File: config.mk
export PLATFORM = sky130hd
export DESIGN_NAME = adpcma_top
export DESIGN_NICKNAME = d
export VERILOG_FILES = /design/src/adpcma_cmd_pkg.sv /design/src/adpcma_mix_pkg.sv /design/src/adpcma_step_lut.sv /design/src/adpcma_decoder_lane.sv /design/src/adpcma_feeder.sv /design/src/adpcma_mixer.sv /design/src/adpcma_top.sv
export VERILOG_INCLUDE_DIRS = /design/src
export SDC_FILE = /design/constraint.sdc
export NUM_CORES = 1
export LEC_CHECK = 0
export BUFFER_PORTS_ARGS = -buffer_cell sky130_fd_sc_hd__buf_2
export CORE_AREA = 4 4 212 214
export CTS_BUF_LIST = sky130_fd_sc_hd__clkbuf_4 sky130_fd_sc_hd__clkbuf_8
export DETAILED_ROUTE_END_ITERATION = 10
export DIE_AREA = 0 0 216 218
export PLACE_DENSITY_LB_ADDON = 0.08
export SLEW_MARGIN = 20
export SYNTH_ARGS = -nofsm -noshare
export SYNTH_HDL_FRONTEND = slang
export SYNTH_HIERARCHICAL = 1
export SYNTH_SLANG_ARGS = --single-unit
File: constraint.sdc
create_clock -name clk -period 7.7 [get_ports clk]
set_input_delay 1.54 -clock clk [delete_from_list [all_inputs] [get_ports clk]]
set_output_delay 1.54 -clock clk [all_outputs]
set_load 0.01 [all_outputs]
File: src/adpcma_cfg.svh
/* core sizing for the ADPCM-A playback core
   lane count, channels per lane, decoder width, credit depths */
`default_nettype none

`ifndef ADPCMA_CFG_SVH
`define ADPCMA_CFG_SVH

// decoder lanes in the array
`define ADPCMA_LANES 2

// one channel per ring stage, so this is fixed at 6
`define ADPCMA_CH_PER_LANE 6

// total channels seen by the host
`define ADPCMA_CHANNELS (`ADPCMA_LANES * `ADPCMA_CH_PER_LANE)

// 12-bit signal plus one overflow bit
`define ADPCMA_SIGW 13

// command queue depth, same as host credits at reset
`define ADPCMA_CMD_CREDITS 4

// sample credits the sink grants at reset
`define ADPCMA_OUT_CREDITS 2

`endif

`default_nettype wire

File: src/adpcma_cmd_pkg.sv
/* host command types
   opcode enum and channel index */
`default_nettype none

package adpcma_cmd_pkg;

    // command opcodes
    typedef enum logic [1:0] {
        // queue a nibble for the channel
        op_data    = 2'd0,
        // zero state and step, then enable
        op_key_on  = 2'd1,
        // stop taking nibbles, hold the state
        op_key_off = 2'd2
    } cmd_op_e;

    // channel number, lane*6 + slot
    typedef logic [3:0] chan_t;

endpackage

`default_nettype wire

File: src/adpcma_mix_pkg.sv
/* mixer types
   FSM states and frame accumulator */
`default_nettype none

package adpcma_mix_pkg;

    // accumulate six cycles, then one emit cycle
    typedef enum logic {
        mix_accum = 1'b0,
        mix_emit  = 1'b1
    } mix_state_e;

    // enough headroom for 12 full-scale channels
    typedef logic signed [19:0] mix_acc_t;

endpackage

`default_nettype wire

File: src/adpcma_step_lut.sv
/* ADPCM-A step size table
   registered increment for a step index and a nibble magnitude */
`timescale 1ns/1ps
`default_nettype none

module adpcma_step_lut (
    input  wire logic       clk,
    input  wire logic       rst_n,
    input  wire logic [5:0] step,
    input  wire logic [2:0] mag,
    output logic      [11:0] inc
);

    logic [10:0] size;
    logic [14:0] prod;

    // 49 step sizes, roughly 10% apart
    always_comb begin
        case (step)
            6'd0:    size = 11'd16;
            6'd1:    size = 11'd17;
            6'd2:    size = 11'd19;
            6'd3:    size = 11'd21;
            6'd4:    size = 11'd23;
            6'd5:    size = 11'd25;
            6'd6:    size = 11'd28;
            6'd7:    size = 11'd31;
            6'd8:    size = 11'd34;
            6'd9:    size = 11'd37;
            6'd10:   size = 11'd41;
            6'd11:   size = 11'd45;
            6'd12:   size = 11'd50;
            6'd13:   size = 11'd55;
            6'd14:   size = 11'd60;
            6'd15:   size = 11'd66;
            6'd16:   size = 11'd73;
            6'd17:   size = 11'd80;
            6'd18:   size = 11'd88;
            6'd19:   size = 11'd97;
            6'd20:   size = 11'd107;
            6'd21:   size = 11'd118;
            6'd22:   size = 11'd130;
            6'd23:   size = 11'd143;
            6'd24:   size = 11'd157;
            6'd25:   size = 11'd173;
            6'd26:   size = 11'd190;
            6'd27:   size = 11'd209;
            6'd28:   size = 11'd230;
            6'd29:   size = 11'd253;
            6'd30:   size = 11'd279;
            6'd31:   size = 11'd307;
            6'd32:   size = 11'd337;
            6'd33:   size = 11'd371;
            6'd34:   size = 11'd408;
            6'd35:   size = 11'd449;
            6'd36:   size = 11'd494;
            6'd37:   size = 11'd544;
            6'd38:   size = 11'd598;
            6'd39:   size = 11'd658;
            6'd40:   size = 11'd724;
            6'd41:   size = 11'd796;
            6'd42:   size = 11'd876;
            6'd43:   size = 11'd963;
            6'd44:   size = 11'd1060;
            6'd45:   size = 11'd1166;
            6'd46:   size = 11'd1282;
            6'd47:   size = 11'd1411;
            6'd48:   size = 11'd1552;
            // the ring never steps past 48
            default: size = 11'd0;
        endcase
        // size * (2*mag + 1), largest is 1552*15
        prod = size * {mag, 1'b1};
    end

    // divide by 8 on the way into the register
    always_ff @(posedge clk or negedge rst_n) begin
        if (!rst_n) begin
            inc <= '0;
        end else begin
            inc <= prod[14:3];
        end
    end

endmodule

`default_nettype wire

File: src/adpcma_decoder_lane.sv
/* ADPCM-A decoder lane
   six-stage ring, one channel per stage, step adaptation and clamp */
`timescale 1ns/1ps
`include "adpcma_cfg.svh"
`default_nettype none

module adpcma_decoder_lane (
    input  wire logic               clk,
    input  wire logic               rst_n,
    input  wire logic        [3:0]  data,
    input  wire logic               chon,
    input  wire logic               clr,
    output logic signed      [15:0] pcm
);

    localparam int SIGW  = `ADPCMA_SIGW;
    localparam int SHIFT = 16 - SIGW + 1;
    localparam logic signed [SIGW-1:0] MAX_POS = {2'b00, {(SIGW-2){1'b1}}};
    localparam logic signed [SIGW-1:0] MAX_NEG = {2'b11, {(SIGW-2){1'b0}}};

    // channel state, x1 is the ring input
    logic signed [SIGW-1:0] x1, x2, x3, x4, x5, x6;
    logic        [5:0]      step1, step2, step3, step4, step5, step6;
    logic                   chon2, chon3, chon4;
    logic                   sign2, sign3;
    logic        [5:0]      step_addr2;
    logic        [2:0]      mag2;
    logic        [11:0]     inc3;
    logic signed [SIGW-1:0] inc3_long;
    logic signed [SIGW-1:0] inc4;
    logic        [5:0]      step_next;
    logic        [5:0]      step_adapt;

    // output taps stage II, one behind the input
    assign pcm = $signed({{(16-SIGW){x2[SIGW-1]}}, x2}) <<< SHIFT;

    // step update from the nibble magnitude
    always_comb begin
        casez (data[2:0])
            3'b0??:  step_next = (step1 == 6'd0) ? 6'd0 : step1 - 6'd1;
            3'b100:  step_next = step1 + 6'd2;
            3'b101:  step_next = step1 + 6'd5;
            3'b110:  step_next = step1 + 6'd7;
            default: step_next = step1 + 6'd9;
        endcase
        step_adapt = (step_next > 6'd48) ? 6'd48 : step_next;
    end

    // address in stage II, increment back in stage III
    adpcma_step_lut step_lut_inst (
        .clk   (clk),
        .rst_n (rst_n),
        .step  (step_addr2),
        .mag   (mag2),
        .inc   (inc3)
    );

    assign inc3_long = $signed({{(SIGW-12){1'b0}}, inc3});

    // sign and lookup path
    always_ff @(posedge clk) begin
        sign2      <= data[3];
        step_addr2 <= step1;
        mag2       <= data[2:0];
        sign3      <= sign2;
        inc4       <= sign3 ? -inc3_long : inc3_long;
    end

    // the ring itself
    always_ff @(posedge clk or negedge rst_n) begin
        if (!rst_n) begin
            x1    <= '0;
            x2    <= '0;
            x3    <= '0;
            x4    <= '0;
            x5    <= '0;
            x6    <= '0;
            step1 <= '0;
            step2 <= '0;
            step3 <= '0;
            step4 <= '0;
            step5 <= '0;
            step6 <= '0;
            chon2 <= 1'b0;
            chon3 <= 1'b0;
            chon4 <= 1'b0;
        end else begin
            // I: clear or adapt
            x2    <= clr ? '0 : x1;
            step2 <= clr ? 6'd0 : (chon ? step_adapt : step1);
            chon2 <= chon;
            // II and III: wait on the table
            x3    <= x2;
            step3 <= step2;
            chon3 <= chon2;
            x4    <= x3;
            step4 <= step3;
            chon4 <= chon3;
            // IV: add signed increment
            x5    <= chon4 ? x4 + inc4 : x4;
            step5 <= step4;
            // V: clamp to 12 bits
            if (x5 > MAX_POS) begin
                x6 <= MAX_POS;
            end else if (x5 < MAX_NEG) begin
                x6 <= MAX_NEG;
            end else begin
                x6 <= x5;
            end
            step6 <= step5;
            // VI: back to the front
            x1    <= x6;
            step1 <= step6;
        end
    end

endmodule

`default_nettype wire

File: src/adpcma_feeder.sv
/* command queue and channel feeder
   credit return, pending nibbles per channel, slot counter, key state */
`timescale 1ns/1ps
`include "adpcma_cfg.svh"
`default_nettype none

module adpcma_feeder (
    input  wire logic                    clk,
    input  wire logic                    rst_n,
    input  wire logic                    cmd_valid,
    input  wire adpcma_cmd_pkg::cmd_op_e cmd_op,
    input  wire adpcma_cmd_pkg::chan_t   cmd_chan,
    input  wire logic [3:0]              cmd_nibble,
    output logic                         cmd_credit,
    output logic [3:0]                   data [`ADPCMA_LANES],
    output logic [`ADPCMA_LANES-1:0]     chon,
    output logic [`ADPCMA_LANES-1:0]     clr
);

    localparam int DEPTH = `ADPCMA_CMD_CREDITS;
    localparam int LANES = `ADPCMA_LANES;
    localparam int CPL   = `ADPCMA_CH_PER_LANE;
    localparam int NCH   = `ADPCMA_CHANNELS;
    localparam int PW    = (DEPTH > 1) ? $clog2(DEPTH) : 1;
    localparam int CW    = $clog2(DEPTH + 1);

    adpcma_cmd_pkg::cmd_op_e op_q   [DEPTH];
    adpcma_cmd_pkg::chan_t   chan_q [DEPTH];
    logic [3:0]              nib_q  [DEPTH];
    logic [PW-1:0]           wr_ptr, rd_ptr;
    logic [CW-1:0]           count;

    // per channel state
    logic [NCH-1:0]        key_on, pend_valid, clr_pend;
    logic [3:0]            pend_nib [NCH];
    logic [2:0]            slot;
    adpcma_cmd_pkg::chan_t lane_ch [LANES];

    adpcma_cmd_pkg::chan_t head_chan;
    logic head_ok, head_data, head_key, key_seen;
    logic pop_data, pop_key, pop, store;

    assign head_chan = chan_q[rd_ptr];
    // out-of-range channels are dropped at the head
    assign head_ok   = head_chan < NCH;
    assign head_data = (count != '0) && (op_q[rd_ptr] == adpcma_cmd_pkg::op_data);
    assign head_key  = (count != '0) && (op_q[rd_ptr] != adpcma_cmd_pkg::op_data);
    // data waits for a free pending slot
    assign pop_data  = head_data && !(head_ok && pend_valid[head_chan]);
    // key ops sit one cycle at the head
    assign pop_key   = head_key && key_seen;
    assign pop       = pop_data || pop_key;
    assign store     = pop_data && head_ok && key_on[head_chan];
    assign cmd_credit = pop;

    // lane l serves channel l*6 + slot
    always_comb begin
        for (int l = 0; l < LANES; l++) begin
            lane_ch[l] = adpcma_cmd_pkg::chan_t'(l * CPL) + adpcma_cmd_pkg::chan_t'(slot);
            data[l]    = pend_nib[lane_ch[l]];
            clr[l]     = clr_pend[lane_ch[l]];
            // hold the nibble back while a clear is due
            chon[l]    = key_on[lane_ch[l]] && pend_valid[lane_ch[l]] && !clr_pend[lane_ch[l]];
        end
    end

    // queue storage and pending nibbles
    always_ff @(posedge clk) begin
        if (cmd_valid) begin
            op_q[wr_ptr]   <= cmd_op;
            chan_q[wr_ptr] <= cmd_chan;
            nib_q[wr_ptr]  <= cmd_nibble;
        end
        if (store) begin
            pend_nib[head_chan] <= nib_q[rd_ptr];
        end
    end

    always_ff @(posedge clk or negedge rst_n) begin
        if (!rst_n) begin
            wr_ptr     <= '0;
            rd_ptr     <= '0;
            count      <= '0;
            slot       <= '0;
            key_seen   <= 1'b0;
            key_on     <= '0;
            pend_valid <= '0;
            clr_pend   <= '0;
        end else begin
            slot     <= (slot == 3'(CPL - 1)) ? 3'd0 : slot + 3'd1;
            key_seen <= head_key && !pop_key;
            count    <= count + CW'(cmd_valid) - CW'(pop);
            if (cmd_valid) begin
                wr_ptr <= (wr_ptr == PW'(DEPTH - 1)) ? '0 : wr_ptr + 1'b1;
            end
            if (pop) begin
                rd_ptr <= (rd_ptr == PW'(DEPTH - 1)) ? '0 : rd_ptr + 1'b1;
            end
            // lanes consume in their slot
            for (int l = 0; l < LANES; l++) begin
                if (chon[l]) pend_valid[lane_ch[l]] <= 1'b0;
                if (clr[l]) clr_pend[lane_ch[l]] <= 1'b0;
            end
            // head command wins over the slot update
            if (store) begin
                pend_valid[head_chan] <= 1'b1;
            end
            if (pop_key && head_ok) begin
                if (op_q[rd_ptr] == adpcma_cmd_pkg::op_key_on) begin
                    key_on[head_chan]   <= 1'b1;
                    clr_pend[head_chan] <= 1'b1;
                end else begin
                    key_on[head_chan]   <= 1'b0;
                end
                pend_valid[head_chan] <= 1'b0;
            end
        end
    end

endmodule

`default_nettype wire

File: src/adpcma_mixer.sv
/* frame mixer
   six-cycle sum over all lanes, 16-bit saturation, credit-limited output */
`timescale 1ns/1ps
`include "adpcma_cfg.svh"
`default_nettype none

module adpcma_mixer (
    input  wire logic               clk,
    input  wire logic               rst_n,
    input  wire logic signed [15:0] pcm [`ADPCMA_LANES],
    input  wire logic               sample_credit,
    output logic                    sample_valid,
    output logic signed      [15:0] sample
);

    localparam int LANES = `ADPCMA_LANES;
    localparam int CPL   = `ADPCMA_CH_PER_LANE;
    localparam int CRED  = `ADPCMA_OUT_CREDITS;
    localparam int CRW   = $clog2(CRED + 1);
    localparam adpcma_mix_pkg::mix_acc_t SAT_MAX = 20'sd32767;
    localparam adpcma_mix_pkg::mix_acc_t SAT_MIN = -20'sd32768;

    adpcma_mix_pkg::mix_state_e state;
    adpcma_mix_pkg::mix_acc_t   acc, lane_sum;
    logic [2:0]                 cnt;
    logic [CRW-1:0]             credits;
    logic signed [15:0]         sat;
    logic                       emit;

    // this cycle's channels from every lane
    always_comb begin
        lane_sum = '0;
        for (int l = 0; l < LANES; l++) begin
            lane_sum = lane_sum + adpcma_mix_pkg::mix_acc_t'(pcm[l]);
        end
    end

    always_comb begin
        if (acc > SAT_MAX) begin
            sat = 16'sh7fff;
        end else if (acc < SAT_MIN) begin
            sat = -16'sh8000;
        end else begin
            sat = acc[15:0];
        end
    end

    // no credit means the frame is lost
    assign emit = (state == adpcma_mix_pkg::mix_emit) && (credits != '0);

    always_ff @(posedge clk) begin
        if (emit) sample <= sat;
    end

    always_ff @(posedge clk or negedge rst_n) begin
        if (!rst_n) begin
            state        <= adpcma_mix_pkg::mix_accum;
            cnt          <= '0;
            acc          <= '0;
            credits      <= CRW'(CRED);
            sample_valid <= 1'b0;
        end else begin
            sample_valid <= emit;
            credits      <= credits - CRW'(emit) + CRW'(sample_credit);
            case (state)
                adpcma_mix_pkg::mix_accum: begin
                    acc <= acc + lane_sum;
                    if (cnt == 3'(CPL - 1)) begin
                        state <= adpcma_mix_pkg::mix_emit;
                        cnt   <= '0;
                    end else begin
                        cnt <= cnt + 3'd1;
                    end
                end
                default: begin
                    // emit cycle also opens the next frame
                    acc   <= lane_sum;
                    cnt   <= 3'd1;
                    state <= adpcma_mix_pkg::mix_accum;
                end
            endcase
        end
    end

endmodule

`default_nettype wire

File: src/adpcma_top.sv
/* ADPCM-A playback core top level
   feeder, decoder lane array and mixer */
`timescale 1ns/1ps
`include "adpcma_cfg.svh"
`default_nettype none

module adpcma_top (
    input  wire logic                    clk,
    input  wire logic                    rst_n,
    input  wire logic                    cmd_valid,
    input  wire adpcma_cmd_pkg::cmd_op_e cmd_op,
    input  wire adpcma_cmd_pkg::chan_t   cmd_chan,
    input  wire logic [3:0]              cmd_nibble,
    output logic                         cmd_credit,
    input  wire logic                    sample_credit,
    output logic                         sample_valid,
    output logic signed [15:0]           sample
);

    // one set per lane
    logic [3:0]               lane_data [`ADPCMA_LANES];
    logic [`ADPCMA_LANES-1:0] lane_chon;
    logic [`ADPCMA_LANES-1:0] lane_clr;
    logic signed [15:0]       lane_pcm  [`ADPCMA_LANES];

    adpcma_feeder feeder_inst (
        .clk        (clk),
        .rst_n      (rst_n),
        .cmd_valid  (cmd_valid),
        .cmd_op     (cmd_op),
        .cmd_chan   (cmd_chan),
        .cmd_nibble (cmd_nibble),
        .cmd_credit (cmd_credit),
        .data       (lane_data),
        .chon       (lane_chon),
        .clr        (lane_clr)
    );

    for (genvar l = 0; l < `ADPCMA_LANES; l++) begin : g_lane
        adpcma_decoder_lane lane_inst (
            .clk   (clk),
            .rst_n (rst_n),
            .data  (lane_data[l]),
            .chon  (lane_chon[l]),
            .clr   (lane_clr[l]),
            .pcm   (lane_pcm[l])
        );
    end

    adpcma_mixer mixer_inst (
        .clk           (clk),
        .rst_n         (rst_n),
        .pcm           (lane_pcm),
        .sample_credit (sample_credit),
        .sample_valid  (sample_valid),
        .sample        (sample)
    );

endmodule

`default_nettype wire

==> impl_metrics.py <==
metrics = {
    "run_status": {
        "outcome": "complete, no violations",
    },
    "cells_and_area": {
        "area_growth_pct": 8.45,
        "finalNetCount": 2451,
        "layout_common_cells": "dfrtp_1, nand2_1, ha_1",
        "antennaDiodeCount": 0,
        "layout_commonest_cell": "dfrtp_1",
        "drive_gt1_frac": 0.139,
    },
    "flow_run": {
        "cap_violations": 0,
    },
    "die": {
        "die_h_um": 218,
        "dieWidth_um": 216,
        "core_um2": 42900,
        "initial_core_util": 0.594,
        "ios": 32,
        "rows": 76,
        "die_area_um2": 47100,
    },
    "sta": {
        "slew_headroom": 0.336,
        "rsz0062_at_grt": "false",
        "max_freq_mhz": 193,
        "hold_viol": 0,
        "tns_ps": 0,
        "setup_viol": 0,
        "holdWs_ps": 327,
        "finalMaxSlewViolations": 0,
        "worst_pin_slew_ps": 992,
        "finalCritPeriodShare": 0.673,
        "worst_clock_skew_ps": 37.4,
        "fin_crit_ps": 5180,
    },
    "global_route": {
        "grt_pass1_wl_um": 86500,
        "grt_use_total": 0.224,
        "grt_pass1_vias": 16900,
        "antenna_found_initial": 0,
        "grt_max_degree": 172,
        "overflow": 0,
    },
    "detailed_routing": {
        "dr.pass1.iters": 5,
        "drtIter0Drc": 1111,
        "vias": 16700,
        "routed_wl_um": 51300,
        "drcViolationCount": 0,
        "wl_per_cell_um": 17.7,
        "via_per_inst": 5.75,
        "final_antenna_net_count": 0,
    },
    "cts": {
        "clk_latency_ps": 660,
        "cts_resized": 0,
        "postCtsSetupRepairBufs": 0,
        "cts_root_buf": "clkbuf_8",
        "htreeDepth": 3,
        "cts_made_buffers": 80,
        "cts.reportedPaths.clkPinSlew_ps": 60,
        "cts_tree": "yes",
        "clockBufferDepth": 3,
        "cts.sinks": 484,
        "hold_buffers": 0,
    },
    "placed_design": {
        "place_hpwl_um": 36200,
        "port_buffers": 31,
        "gp_congestion": 0.880,
    },
    "synth": {
        "synth.yosys.seq_area_share": 0.486,
        "yosys.cell_types.count": 118,
        "synth_edf_count": 104,
        "async_flop_share": 0.686,
        "syn_area_um2": 25500,
        "ys_ff_latch": 484,
        "synth_warnings": 6,
        "synthCells": 2240,
        "synth_ff_type": "dfrtp_1",
        "synth_area_per_cell_um2": 11.4,
    },
    "setup_path": {
        "endpoint_kind": "output port",
        "cp-start-kind": "flop",
        "crit_fanout": 16,
        "critPathRequiredTime_ps": 6160,
        "critical_path_class": "flop to output port",
        "worstPathArrival_ps": 3640,
    },
    "pwr": {
        "p_switching_mw": 2.45,
        "powerDensity_nw_per_um2": 285,
        "power_frac_comb": 0.253,
        "switching_share": 0.310,
        "power.total_mw": 7.89,
        "max-vdd-ir-drop_mv": 0.271,
        "clkPwrFrac": 0.318,
        "p_int_mw": 5.44,
        "cellLeakagePower_nw": 12.8,
        "seq_power_share": 0.429,
    },
    "hold_path": {
        "min_path_type": "flop to flop",
    },
}
## metrics by stage
step,setup WS (ps),utilization,instance area (um2),cells
floorplan,3270,-,25500,2246
global placement,2620,0.601,25800,2752
detailed placement,2590,0.601,25800,2752
CTS,2400,0.644,27600,2899
global route,2090,0.644,27600,2899
finish,2520,0.644,27600,2899
## cell families (layout without fill, tap and decap cells)
group / count (synthesis) / in the layout / share of synthesized area
other cells: 2 / 8 / 0.000295
fa+ha+maj: 210 / 210 / 0.114
buf+inv: 231 / 299 / 0.0443
compound gates: 487 / 487 / 0.132
simple gates: 629 / 629 / 0.129
flops: 484 / 484 / 0.486
xor+xnor: 101 / 101 / 0.0347
mux: 96 / 96 / 0.0601
## registers in the layout (all words and copies together) (netlist names), 12 cells and up, named ones only
| register | count |
|---|---|
| g_lane.lane_inst/x3 | 26 |
| g_lane.lane_inst/x5 | 26 |
| feeder_inst/clr_pend | 12 |
| feeder_inst/pend_nib | 48 |
| g_lane.lane_inst/step5 | 12 |
| g_lane.lane_inst/step6 | 12 |
| g_lane.lane_inst/step1 | 12 |
| g_lane.lane_inst/x6 | 26 |
| g_lane.lane_inst/step2 | 12 |
| g_lane.lane_inst/x1 | 26 |
| g_lane.lane_inst/step4 | 12 |
| g_lane.lane_inst/x2 | 26 |
| mixer_inst/sample | 16 |
| feeder_inst/chan_q | 16 |
| mixer_inst/acc | 20 |
| feeder_inst/pend_valid | 12 |
| g_lane.lane_inst/inc4 | 26 |
| g_lane.lane_inst/step_addr2 | 12 |
| g_lane.lane_inst/x4 | 26 |
| g_lane.lane_inst/step3 | 12 |
| feeder_inst/nib_q | 16 |
| g_lane.lane_inst/step_lut_inst/inc | 24 |
## layout make-up
class / instances / area, um2
Timing Repair Buffer: 41 / 256
Tap cell: 585 / 732
Inverter: 111 / 418
Fill cell: 3364 / 15200
Clock buffer: 123 / 1570
Sequential cell: 484 / 12400
Clock inverter: 24 / 285
Multi-Input combinational cell: 1531 / 12000
## critical path, cell delays in order, from the launching register on
cell and delay [ps]:
dfrtp_1 790, mux4_2 820, mux2_4 270, a2bb2oi_1 410, nand3b_1 130, a21oi_1 300
inv_1 100, buf_2 150
## power groups by stage
stage	clock network, mW	registers [mW]	logic (mW)
2_1_floorplan	0	3.33	1.60
3_3_place_gp	0	3.42	1.93
3_5_place_dp	0	3.43	1.98
4_1_cts	2.59	3.39	1.99
5_1_grt	2.73	3.43	2.23
6_report	2.51	3.38	1.99
## cells in the mapped netlist, types with 23 or more instances
library cell,number,area [um2]
clkbuf_1,55,206
a211oi_1,23,173
nand3_1,45,225
edfxtp_1,104,3120
and2_1,51,319
nor2_1,136,510
o21ai_0,93,465
nand2_1,152,571
ha_1,145,1810
a21oi_1,94,470
dfrtp_1,331,8280
nand2b_1,34,213
nor3_1,29,145
a21o_1,33,248
o21a_1,41,308
xor2_1,33,289
nor2b_1,60,375
fa_1,43,861
mux2_2,29,327
inv_1,103,387
o22ai_1,23,144
xnor2_1,68,596
dfxtp_1,48,961
buf_4,33,248
mux4_2,42,946
mux2i_1,23,230
## per-layer routing
metal  up-vias  share of wire  global-route usage
met5         -              0                   0
met4         0          0.019              0.0653
met3        70          0.048              0.0383
met2       386           0.48               0.369
met1      8191           0.45               0.309
li1       8029              -                   -
## final timing paths
path	startpoint	endpoint	slack [ps]	cells past startpoint
worst max register to register	g_lane[0].lane_inst/step_addr2[2]	g_lane[0].lane_inst/step_lut_inst/inc[11]	2530	17
min in group asynchronous	rst_n	mixer_inst/credits[0]	860	1
max in group asynchronous	rst_n	g_lane[0].lane_inst/step_lut_inst/inc[1]	5510	2
worst min-delay path	g_lane[1].lane_inst/sign2	g_lane[1].lane_inst/sign3	330	0
worst min register to register	g_lane[1].lane_inst/sign2	g_lane[1].lane_inst/sign3	330	0
worst max-delay path	feeder_inst/rd_ptr[0]	cmd_credit	2520	7
Power figures use the tool's default switching activity.
